===== src/verilog/rv_pkg.sv =====
// shared widths, opcodes and ALU codes for the five-stage RV32I subset pipeline
// stages refer to these by scoped name
`default_nettype none

package rv_pkg;

    localparam int XLEN       = 32;
    localparam int REG_ADDR_W = 5;
    localparam int NUM_REGS   = 32;

    // opcodes of the supported instructions
    localparam logic [6:0] OP_LUI   = 7'b0110111;
    localparam logic [6:0] OP_IMM   = 7'b0010011;
    localparam logic [6:0] OP_REG   = 7'b0110011;
    localparam logic [6:0] OP_LOAD  = 7'b0000011;
    localparam logic [6:0] OP_STORE = 7'b0100011;

    localparam logic [XLEN-1:0] NOP_WORD = 32'h0000_0013; // addi x0,x0,0
    localparam logic [XLEN-1:0] RESET_PC = 32'h0000_0000;

    // alu function, straight from funct3
    localparam logic [2:0] F3_ADD  = 3'b000; // add / sub
    localparam logic [2:0] F3_SLL  = 3'b001;
    localparam logic [2:0] F3_SLT  = 3'b010;
    localparam logic [2:0] F3_SLTU = 3'b011;
    localparam logic [2:0] F3_XOR  = 3'b100;
    localparam logic [2:0] F3_SR   = 3'b101; // srl / sra
    localparam logic [2:0] F3_OR   = 3'b110;
    localparam logic [2:0] F3_AND  = 3'b111;

    // one instruction word seen in R, I and S format
    typedef union packed {
        struct packed {
            logic [6:0]            funct7;
            logic [REG_ADDR_W-1:0] rs2;
            logic [REG_ADDR_W-1:0] rs1;
            logic [2:0]            funct3;
            logic [REG_ADDR_W-1:0] rd;
            logic [6:0]            opcode;
        } r;
        struct packed {
            logic [11:0]           imm12;
            logic [REG_ADDR_W-1:0] rs1;
            logic [2:0]            funct3;
            logic [REG_ADDR_W-1:0] rd;
            logic [6:0]            opcode;
        } i;
        struct packed {
            logic [6:0]            imm_hi;
            logic [REG_ADDR_W-1:0] rs2;
            logic [REG_ADDR_W-1:0] rs1;
            logic [2:0]            funct3;
            logic [4:0]            imm_lo;
            logic [6:0]            opcode;
        } s;
    } inst_u;

endpackage

`default_nettype wire


===== src/verilog/fetch_stage.sv =====
// fetch stage, owns the PC and the instruction read port
// IF/ID holds the fetched word and starts as a nop
`timescale 1ns/1ps
`default_nettype none

module fetch_stage (
    input  logic                    clk,
    input  logic                    reset,
    input  logic                    pipeline_en,
    input  logic [rv_pkg::XLEN-1:0] inst_rdata,
    output logic                    inst_read,
    output logic [rv_pkg::XLEN-1:0] inst_addr,
    output logic [rv_pkg::XLEN-1:0] id_inst
);

    always_ff @(posedge clk)
    begin
        if (reset)
        begin
            inst_read <= 1'b0;
            inst_addr <= rv_pkg::RESET_PC;
            id_inst   <= rv_pkg::NOP_WORD;
        end
        else
        begin
            inst_read <= 1'b1; // fetch runs continuously once out of reset
            if (pipeline_en)
            begin
                inst_addr <= inst_addr + 32'd4;
                id_inst   <= inst_rdata;
            end
        end
    end

endmodule

`default_nettype wire


===== src/verilog/decode_stage.sv =====
// decode stage with the register file and opcode decoder
// fills the ID/EX register with the word, operands and control flags
`timescale 1ns/1ps
`default_nettype none

module decode_stage (
    input  logic                          clk,
    input  logic                          reset,
    input  logic                          pipeline_en,
    input  logic [rv_pkg::XLEN-1:0]       id_inst,
    input  logic                          wb_write,
    input  logic [rv_pkg::REG_ADDR_W-1:0] wb_rd,
    input  logic [rv_pkg::XLEN-1:0]       wb_value,
    output logic [rv_pkg::XLEN-1:0]       ex_inst,
    output logic [rv_pkg::XLEN-1:0]       ex_a,
    output logic [rv_pkg::XLEN-1:0]       ex_b,
    output logic                          ex_use_imm,
    output logic                          ex_is_lui,
    output logic                          ex_is_load,
    output logic                          ex_is_store,
    output logic                          ex_reg_write
);

    rv_pkg::inst_u          dec_word;
    logic [rv_pkg::XLEN-1:0] regs [rv_pkg::NUM_REGS];
    logic [rv_pkg::XLEN-1:0] rs1_value;
    logic [rv_pkg::XLEN-1:0] rs2_value;
    logic                    use_imm;
    logic                    is_lui;
    logic                    is_load;
    logic                    is_store;
    logic                    reg_write;

    assign dec_word = id_inst;

    // x0 is never written, the read mux forces it to zero
    always_ff @(posedge clk)
    begin
        if (pipeline_en && wb_write && (wb_rd != '0))
            regs[wb_rd] <= wb_value;
    end

    // write-through so writeback and decode can share a cycle
    assign rs1_value = (dec_word.r.rs1 == '0) ? '0 :
                       (wb_write && (wb_rd == dec_word.r.rs1)) ? wb_value :
                       regs[dec_word.r.rs1];
    assign rs2_value = (dec_word.r.rs2 == '0) ? '0 :
                       (wb_write && (wb_rd == dec_word.r.rs2)) ? wb_value :
                       regs[dec_word.r.rs2];

    always_comb
    begin
        use_imm   = 1'b0;
        is_lui    = 1'b0;
        is_load   = 1'b0;
        is_store  = 1'b0;
        reg_write = 1'b0;
        case (dec_word.r.opcode)
            rv_pkg::OP_REG:   reg_write = 1'b1;
            rv_pkg::OP_IMM:
            begin
                use_imm   = 1'b1;
                reg_write = 1'b1;
            end
            rv_pkg::OP_LOAD:
            begin
                use_imm   = 1'b1;
                is_load   = 1'b1;
                reg_write = 1'b1;
            end
            rv_pkg::OP_STORE:
            begin
                use_imm  = 1'b1;
                is_store = 1'b1;
            end
            rv_pkg::OP_LUI:
            begin
                is_lui    = 1'b1;
                reg_write = 1'b1;
            end
            default: ; // unknown opcode goes on as a bubble
        endcase
    end

    always_ff @(posedge clk)
    begin
        if (reset)
        begin
            ex_inst      <= rv_pkg::NOP_WORD;
            ex_use_imm   <= 1'b0;
            ex_is_lui    <= 1'b0;
            ex_is_load   <= 1'b0;
            ex_is_store  <= 1'b0;
            ex_reg_write <= 1'b0;
        end
        else if (pipeline_en)
        begin
            ex_inst      <= id_inst;
            ex_use_imm   <= use_imm;
            ex_is_lui    <= is_lui;
            ex_is_load   <= is_load;
            ex_is_store  <= is_store;
            ex_reg_write <= reg_write;
        end
    end

    // operand values carry no reset
    always_ff @(posedge clk)
    begin
        if (pipeline_en)
        begin
            ex_a <= rs1_value;
            ex_b <= rs2_value;
        end
    end

endmodule

`default_nettype wire


===== src/verilog/execute_stage.sv =====
// execute stage with operand forwarding, immediate select and the ALU
// results and store data go into the EX/MEM register
`timescale 1ns/1ps
`default_nettype none

module execute_stage (
    input  logic                          clk,
    input  logic                          reset,
    input  logic                          pipeline_en,
    input  logic [rv_pkg::XLEN-1:0]       ex_inst,
    input  logic [rv_pkg::XLEN-1:0]       ex_a,
    input  logic [rv_pkg::XLEN-1:0]       ex_b,
    input  logic                          ex_use_imm,
    input  logic                          ex_is_lui,
    input  logic                          ex_is_load,
    input  logic                          ex_is_store,
    input  logic                          ex_reg_write,
    input  logic [rv_pkg::XLEN-1:0]       mem_fwd_value,
    input  logic [rv_pkg::XLEN-1:0]       wb_value,
    input  logic [rv_pkg::REG_ADDR_W-1:0] wb_rd,
    input  logic                          wb_write,
    output logic [rv_pkg::XLEN-1:0]       mem_alu,
    output logic [rv_pkg::XLEN-1:0]       mem_store_data,
    output logic                          mem_is_load,
    output logic                          mem_is_store,
    output logic                          mem_reg_write,
    output logic [rv_pkg::REG_ADDR_W-1:0] mem_rd
);

    rv_pkg::inst_u           ex_word;
    logic [rv_pkg::XLEN-1:0] fwd_a;
    logic [rv_pkg::XLEN-1:0] fwd_b;
    logic [rv_pkg::XLEN-1:0] imm_i;
    logic [rv_pkg::XLEN-1:0] imm_s;
    logic [rv_pkg::XLEN-1:0] opnd_b;
    logic [2:0]              alu_f3;
    logic                    alt;
    logic [4:0]              shamt;
    logic [rv_pkg::XLEN-1:0] alu_result;

    assign ex_word = ex_inst;

    // youngest producer wins, x0 never forwards
    assign fwd_a = (mem_reg_write && (mem_rd != '0) && (mem_rd == ex_word.r.rs1)) ?
                   mem_fwd_value :
                   (wb_write && (wb_rd != '0) && (wb_rd == ex_word.r.rs1)) ? wb_value : ex_a;
    assign fwd_b = (mem_reg_write && (mem_rd != '0) && (mem_rd == ex_word.r.rs2)) ?
                   mem_fwd_value :
                   (wb_write && (wb_rd != '0) && (wb_rd == ex_word.r.rs2)) ? wb_value : ex_b;

    assign imm_i  = {{20{ex_word.i.imm12[11]}}, ex_word.i.imm12};
    assign imm_s  = {{20{ex_word.s.imm_hi[6]}}, ex_word.s.imm_hi, ex_word.s.imm_lo};
    assign opnd_b = !ex_use_imm ? fwd_b : (ex_is_store ? imm_s : imm_i);

    // lw shares funct3 with slt, so memory ops force an add
    assign alu_f3 = (ex_is_load || ex_is_store) ? rv_pkg::F3_ADD : ex_word.r.funct3;
    assign alt    = ex_word.r.funct7[5]; // instruction bit 30
    assign shamt  = opnd_b[4:0];

    always_comb
    begin
        case (alu_f3)
            rv_pkg::F3_ADD:  alu_result = (alt && !ex_use_imm) ? fwd_a - opnd_b : fwd_a + opnd_b;
            rv_pkg::F3_SLL:  alu_result = fwd_a << shamt;
            rv_pkg::F3_SLT:  alu_result = {31'b0, $signed(fwd_a) < $signed(opnd_b)};
            rv_pkg::F3_SLTU: alu_result = {31'b0, fwd_a < opnd_b};
            rv_pkg::F3_XOR:  alu_result = fwd_a ^ opnd_b;
            rv_pkg::F3_SR:   alu_result = alt ? $unsigned($signed(fwd_a) >>> shamt) : fwd_a >> shamt;
            rv_pkg::F3_OR:   alu_result = fwd_a | opnd_b;
            rv_pkg::F3_AND:  alu_result = fwd_a & opnd_b;
            default:         alu_result = fwd_a + opnd_b;
        endcase
    end

    always_ff @(posedge clk)
    begin
        if (reset)
        begin
            mem_is_load   <= 1'b0;
            mem_is_store  <= 1'b0;
            mem_reg_write <= 1'b0;
        end
        else if (pipeline_en)
        begin
            mem_is_load   <= ex_is_load;
            mem_is_store  <= ex_is_store;
            mem_reg_write <= ex_reg_write;
        end
    end

    always_ff @(posedge clk)
    begin
        if (pipeline_en)
        begin
            mem_alu        <= ex_is_lui ? {ex_inst[31:12], 12'b0} : alu_result; // lui bypasses the alu
            mem_store_data <= fwd_b;
            mem_rd         <= ex_word.r.rd;
        end
    end

endmodule

`default_nettype wire


===== src/verilog/memory_stage.sv =====
// memory stage, drives the data port from the EX/MEM fields
// builds the forward value and the MEM/WB writeback register
`timescale 1ns/1ps
`default_nettype none

module memory_stage (
    input  logic                          clk,
    input  logic                          reset,
    input  logic                          pipeline_en,
    input  logic [rv_pkg::XLEN-1:0]       mem_alu,
    input  logic [rv_pkg::XLEN-1:0]       mem_store_data,
    input  logic                          mem_is_load,
    input  logic                          mem_is_store,
    input  logic                          mem_reg_write,
    input  logic [rv_pkg::REG_ADDR_W-1:0] mem_rd,
    input  logic [rv_pkg::XLEN-1:0]       data_rdata,
    output logic                          data_read,
    output logic                          data_write,
    output logic [rv_pkg::XLEN-1:0]       data_addr,
    output logic [rv_pkg::XLEN-1:0]       data_wdata,
    output logic [rv_pkg::XLEN-1:0]       mem_fwd_value,
    output logic [rv_pkg::XLEN-1:0]       wb_value,
    output logic [rv_pkg::REG_ADDR_W-1:0] wb_rd,
    output logic                          wb_write
);

    // request comes straight from EX/MEM, so it holds while stalled
    assign data_read  = mem_is_load;
    assign data_write = mem_is_store;
    assign data_addr  = mem_alu;
    assign data_wdata = mem_store_data;

    // load data is valid whenever the stage is enabled,
    // so a dependent instruction in execute can take it this cycle
    assign mem_fwd_value = mem_is_load ? data_rdata : mem_alu;

    always_ff @(posedge clk)
    begin
        if (reset)
            wb_write <= 1'b0;
        else if (pipeline_en)
            wb_write <= mem_reg_write && (mem_rd != '0); // drop writes to x0
    end

    always_ff @(posedge clk)
    begin
        if (pipeline_en)
        begin
            wb_value <= mem_fwd_value;
            wb_rd    <= mem_rd;
        end
    end

endmodule

`default_nettype wire


===== src/verilog/pipeline_datapath.sv =====
// top of the five-stage pipeline with separate instruction and data ports
// one global enable stalls every stage until both memories answer
`timescale 1ns/1ps
`default_nettype none

module pipeline_datapath (
    input  logic                    clk,
    input  logic                    reset,
    input  logic [rv_pkg::XLEN-1:0] inst_rdata,
    input  logic                    inst_resp,
    input  logic [rv_pkg::XLEN-1:0] data_rdata,
    input  logic                    data_resp,
    output logic                    inst_read,
    output logic [rv_pkg::XLEN-1:0] inst_addr,
    output logic                    data_read,
    output logic                    data_write,
    output logic [rv_pkg::XLEN-1:0] data_addr,
    output logic [rv_pkg::XLEN-1:0] data_wdata
);

    logic                          pipeline_en;
    logic [rv_pkg::XLEN-1:0]       id_inst;
    logic [rv_pkg::XLEN-1:0]       ex_inst;
    logic [rv_pkg::XLEN-1:0]       ex_a;
    logic [rv_pkg::XLEN-1:0]       ex_b;
    logic                          ex_use_imm;
    logic                          ex_is_lui;
    logic                          ex_is_load;
    logic                          ex_is_store;
    logic                          ex_reg_write;
    logic [rv_pkg::XLEN-1:0]       mem_alu;
    logic [rv_pkg::XLEN-1:0]       mem_store_data;
    logic                          mem_is_load;
    logic                          mem_is_store;
    logic                          mem_reg_write;
    logic [rv_pkg::REG_ADDR_W-1:0] mem_rd;
    logic [rv_pkg::XLEN-1:0]       mem_fwd_value;
    logic [rv_pkg::XLEN-1:0]       wb_value;
    logic [rv_pkg::REG_ADDR_W-1:0] wb_rd;
    logic                          wb_write;

    // advance only when fetch is served and any data access is done
    assign pipeline_en = inst_resp & (data_resp | ~(data_read | data_write));

    fetch_stage fetch_stage_inst (
        .clk         (clk),
        .reset       (reset),
        .pipeline_en (pipeline_en),
        .inst_rdata  (inst_rdata),
        .inst_read   (inst_read),
        .inst_addr   (inst_addr),
        .id_inst     (id_inst)
    );

    decode_stage decode_stage_inst (
        .clk          (clk),
        .reset        (reset),
        .pipeline_en  (pipeline_en),
        .id_inst      (id_inst),
        .wb_write     (wb_write),
        .wb_rd        (wb_rd),
        .wb_value     (wb_value),
        .ex_inst      (ex_inst),
        .ex_a         (ex_a),
        .ex_b         (ex_b),
        .ex_use_imm   (ex_use_imm),
        .ex_is_lui    (ex_is_lui),
        .ex_is_load   (ex_is_load),
        .ex_is_store  (ex_is_store),
        .ex_reg_write (ex_reg_write)
    );

    execute_stage execute_stage_inst (
        .clk            (clk),
        .reset          (reset),
        .pipeline_en    (pipeline_en),
        .ex_inst        (ex_inst),
        .ex_a           (ex_a),
        .ex_b           (ex_b),
        .ex_use_imm     (ex_use_imm),
        .ex_is_lui      (ex_is_lui),
        .ex_is_load     (ex_is_load),
        .ex_is_store    (ex_is_store),
        .ex_reg_write   (ex_reg_write),
        .mem_fwd_value  (mem_fwd_value),
        .wb_value       (wb_value),
        .wb_rd          (wb_rd),
        .wb_write       (wb_write),
        .mem_alu        (mem_alu),
        .mem_store_data (mem_store_data),
        .mem_is_load    (mem_is_load),
        .mem_is_store   (mem_is_store),
        .mem_reg_write  (mem_reg_write),
        .mem_rd         (mem_rd)
    );

    memory_stage memory_stage_inst (
        .clk            (clk),
        .reset          (reset),
        .pipeline_en    (pipeline_en),
        .mem_alu        (mem_alu),
        .mem_store_data (mem_store_data),
        .mem_is_load    (mem_is_load),
        .mem_is_store   (mem_is_store),
        .mem_reg_write  (mem_reg_write),
        .mem_rd         (mem_rd),
        .data_rdata     (data_rdata),
        .data_read      (data_read),
        .data_write     (data_write),
        .data_addr      (data_addr),
        .data_wdata     (data_wdata),
        .mem_fwd_value  (mem_fwd_value),
        .wb_value       (wb_value),
        .wb_rd          (wb_rd),
        .wb_write       (wb_write)
    );

endmodule

`default_nettype wire


===== config.mk =====
export PLATFORM = sky130hd
export DESIGN_NAME = pipeline_datapath
export DESIGN_NICKNAME = d
export VERILOG_FILES = /design/src/verilog/rv_pkg.sv /design/src/verilog/fetch_stage.sv /design/src/verilog/decode_stage.sv /design/src/verilog/execute_stage.sv /design/src/verilog/memory_stage.sv /design/src/verilog/pipeline_datapath.sv
export SDC_FILE = /design/constraint.sdc
export NUM_CORES = 2
export LEC_CHECK = 0
export BUFFER_PORTS_ARGS = -buffer_cell sky130_fd_sc_hd__buf_2
export CAP_MARGIN = 10
export CORE_ASPECT_RATIO = 0.9
export CORE_MARGIN = 2
export CORE_UTILIZATION = 43
export CTS_BUF_LIST = sky130_fd_sc_hd__clkbuf_8
export DETAILED_ROUTE_END_ITERATION = 6
export GPL_TIMING_DRIVEN = 0
export REMOVE_ABC_BUFFERS = 1
export SLEW_MARGIN = 20
export SYNTH_ARGS = -nofsm -noshare
export SYNTH_HDL_FRONTEND = slang
export SYNTH_SLANG_ARGS = --single-unit

===== constraint.sdc =====
create_clock -name clk -period 14.5 [get_ports clk]
set_input_delay 2.9 -clock clk [delete_from_list [all_inputs] [get_ports clk]]
set_output_delay 2.9 -clock clk [all_outputs]
set_load 0.01 [all_outputs]

==> reports/metrics.cfg <==
[worst_setup_path]
critical_path_class=in -> reg
worstSetupEndpointType=flop
r2r_start=memory_stage_inst.wb_rd[2]
worstPathMaxFanout=48
ff2ff_setup_slack_ns=6.29
worstPathArrival_ns=9.31
startpoint_type=input pin
rr_endpoint=execute_stage_inst.mem_alu[31]
cp.required_ns=15.17
r2r_cells=21

[min_path]
hp-start=fetch_stage_inst.id_inst[30]
hold_path_depth=2
hp-class=reg -> reg
worstHoldEndpoint=decode_stage_inst.ex_inst[30]

[final_layout]
layout-drive-gt1-share_pct=25.40
layout.nets=5203
fillers=13087
final_cell_area_sq_um=77950
stdcell_count=7291
post-route-util_pct=50.31
area_delta_synth_final_pct=16.22

[global_routing]
grt_pass1_wl_um=348100
grt_pass1_vias=46118
gr-total-overflow=0
grtUsageTotal_pct=31.24
antenna_found_initial=9
grt_max_degree=85

[floorplan]
start_util_pct=43.29
die_y_um=378.7
pin_count=167
row_count=137
core_sq_um=155000
die_w_um=420.3
dieArea_sq_um=159200

[cts]
clk_pin_slew_ns=0.06
clock_latency_ns=0.98
cts.sinks=1291
cts.path.max_buffers=3
post-cts-setup-buffers=0
cts_htree_levels=4
post_cts_resized=0
cts_root_buf=clkbuf_8
cts_buffers=206
cts_tree=yes
cts_hold_buf=0

[synth]
avgSynthCellArea_sq_um=14.05
ys_top_cells_by_area=edfxtp_1 53%, mux4_2 15%, mux2i_1 4.9%, dfxtp_1 2.9%, a21oi_1 2.1%
ys_seq_elements=1291
ys_seq_area_share_pct=56.35
ys_types=88
synth_top_area_share_pct=53.45
async_flop_share_pct=0
synth_top_area_cell=edfxtp_1
syn_area_sq_um=67080
synth_flop_cell=edfxtp_1
netlist_instances=4773
synth_edf_count=1194
ys.warnings.count=0

[sta]
rsz0062_at_grt=no
max_freq_mhz=115.8
post-route-period-util_pct=59.55
final_hold_viol_count=0
tns_ns=0
fin_skew_ns=0.06477
slew_violations=0
worst_slew_margin_rel_pct=17.03
finalCriticalPeriod_ns=8.635
tightest_slew_ns=1.232
worst_hold_slack_ns=0.4509
finalSetupViolCount=0

[drt]
wl_met3_um=26740
dr_total_vias=47653
initialDrtViolationCount=6268
drc=1
wl_met1_um=95200
dr.pass1.iters=7
vias_per_cell=6.536
detail-route-antenna-nets=0
top_layer=met5
wl_per_cell_um=34.40
wl_um=250800
dr_wl_met2_um=114500

[placement]
place.gp.congestion=1.025
postPlaceCellArea_sq_um=73860
hpwl_um=172100
place.port_buffers=164
placed_cells=6893

[power]
p_clk_share_pct=31.7
leakage_nw=25.60
p_int_mw=6.407
switchingPower_mw=2.835
power_frac_comb_pct=20.2
netSwitchingFraction_pct=30.67
p_per_area_nw_per_um2=118.5
p_seq_share_pct=48.2
ir_worst_vdd_mv=0.09331

[outcome]
violations=DRC
outcome=complete, but fails checks

[job]
cap_violations=0

[power groups by stage]
| stage | registers (mW) | clock network [mW] | logic [mW] |
|---|---|---|---|
| floorplan | 4.57 | 0 | 1.08 |
| global placement | 4.69 | 0 | 1.79 |
| detailed placement | 4.58 | 0 | 1.73 |
| CTS | 4.51 | 2.98 | 1.74 |
| global route | 4.47 | 3.13 | 1.95 |
| finish | 4.45 | 2.93 | 1.86 |
[critical path, cell delays in order]
cell and delay [ns]:
buf_2 0.17, mux2_2 0.32, nor4_1 0.26, a31oi_2 0.12, o21ai_4 0.50, buf_16 0.24
inv_4 0.25, ha_1 0.36, fa_1 0.46, nor2b_1 0.23, o31ai_1 0.17, a21boi_0 0.50
o21ai_0 0.52, o31a_1 0.47, o21ai_0 0.44, a21oi_1 0.13, nor2_1 0.13, a21boi_0 0.28
xor2_1 0.18, nand2_1 0.07, a32oi_1 0.51
[worst max path at each step]
| stage | start | end | slack (ns) | depth (start not counted) |
|---|---|---|---|---|
| 3_3_place_gp | fetch_stage_inst.id_inst[20] | decode_stage_inst.ex_b[4] | -29.27 | 2 |
| 4_1_cts | data_rdata[0] | execute_stage_inst.mem_alu[30] | 6.20 | 21 |
| 2_1_floorplan | fetch_stage_inst.id_inst[15] | decode_stage_inst.ex_a[0] | -2.39 | 2 |
| 6_report | data_rdata[0] | execute_stage_inst.mem_alu[30] | 5.87 | 21 |
| 3_5_place_dp | data_rdata[2] | execute_stage_inst.mem_alu[31] | 5.20 | 21 |
| 5_1_grt | data_rdata[0] | execute_stage_inst.mem_alu[30] | 5.77 | 21 |
[state kept, by name, summed over array words and instances, names as in the netlist, 5 cells and up]
register / flops
decode_stage_inst.regs: 1024
decode_stage_inst.ex_a: 32
decode_stage_inst.ex_b: 32
execute_stage_inst.mem_alu: 32
execute_stage_inst.mem_store_data: 32
fetch_stage_inst.id_inst: 32
memory_stage_inst.wb_value: 32
fetch_stage_inst.inst_addr: 30
decode_stage_inst.ex_inst: 25
execute_stage_inst.mem_rd: 5
memory_stage_inst.wb_rd: 5
[placed cells by master (no fill, tap or decap), drive strengths merged, types with 18 or more instances in the layout]
cell type,Yosys,routed
nor2,344,344
a21o,28,28
dfxtp,97,97
clkinv,3,75
mux2,107,107
o211ai,70,70
conb,1,34
a21oi,283,283
mux2i,331,331
o21ai,140,140
inv,103,178
nand4,18,18
clkbuf,257,215
xnor2,51,51
buf,123,401
nand2b,45,45
xor2,37,37
a221oi,72,72
mux4,448,448
o221ai,65,65
nand2,367,367
a211oi,112,112
o22ai,64,64
edfxtp,1194,1194
nand3,42,42
nor3,28,28
ha,98,98
a31oi,34,34
[per-layer routing]
layer	up-vias	global-route usage, %
met5	-	0
met4	4	16.02
met3	640	7.388
met2	2955	48.31
met1	24458	41.18
li1	19596	-
[per-stage QoR]
| step | setup WS (ns) | power [mW] |
|---|---|---|
| global route | 5.767 | 9.547 |
| global placement | -29.27 | 6.483 |
| finish | 5.865 | 9.241 |
| CTS | 6.205 | 9.223 |
| detailed placement | 5.200 | 6.314 |
| floorplan | -2.393 | 5.649 |
[cells in the mapped netlist (70+ instances only)]
library cell / count
mux2i_1: 329
edfxtp_1: 1194
nor2_1: 343
inv_1: 94
nand2_1: 367
a221oi_1: 72
ha_1: 98
o211ai_1: 70
clkbuf_1: 257
o21ai_0: 110
a211oi_1: 109
mux2_2: 104
dfxtp_1: 97
a21oi_1: 282
mux4_2: 448
[layout make-up]
type	instances	area (sq um)	share of cell area [%]
timing repair buffer	401	5424	6.958
clock buffer	215	2959	3.796
antenna	9	22.52	0.02889
multi-input combinational	3029	27900	35.79
clock inverter	155	790.8	1.014
sequential	1291	37840	48.54
inverter	106	411.6	0.5281
tap	2085	2609	3.346
[cells by family after synthesis]
family / after synthesis / synth area share, %
AOI/OAI and AO/OA: 1003 / 10.09
xor gates and xnor gates: 88 / 1.149
adders and majority gates: 100 / 1.888
buffers and inverters: 486 / 2.871
DFF: 1291 / 56.35
muxes: 886 / 21.80
other: 1 / 0.005591
and+or+nand+nor: 918 / 5.853
No activity file was read; power rests on OpenSTA's default activity.
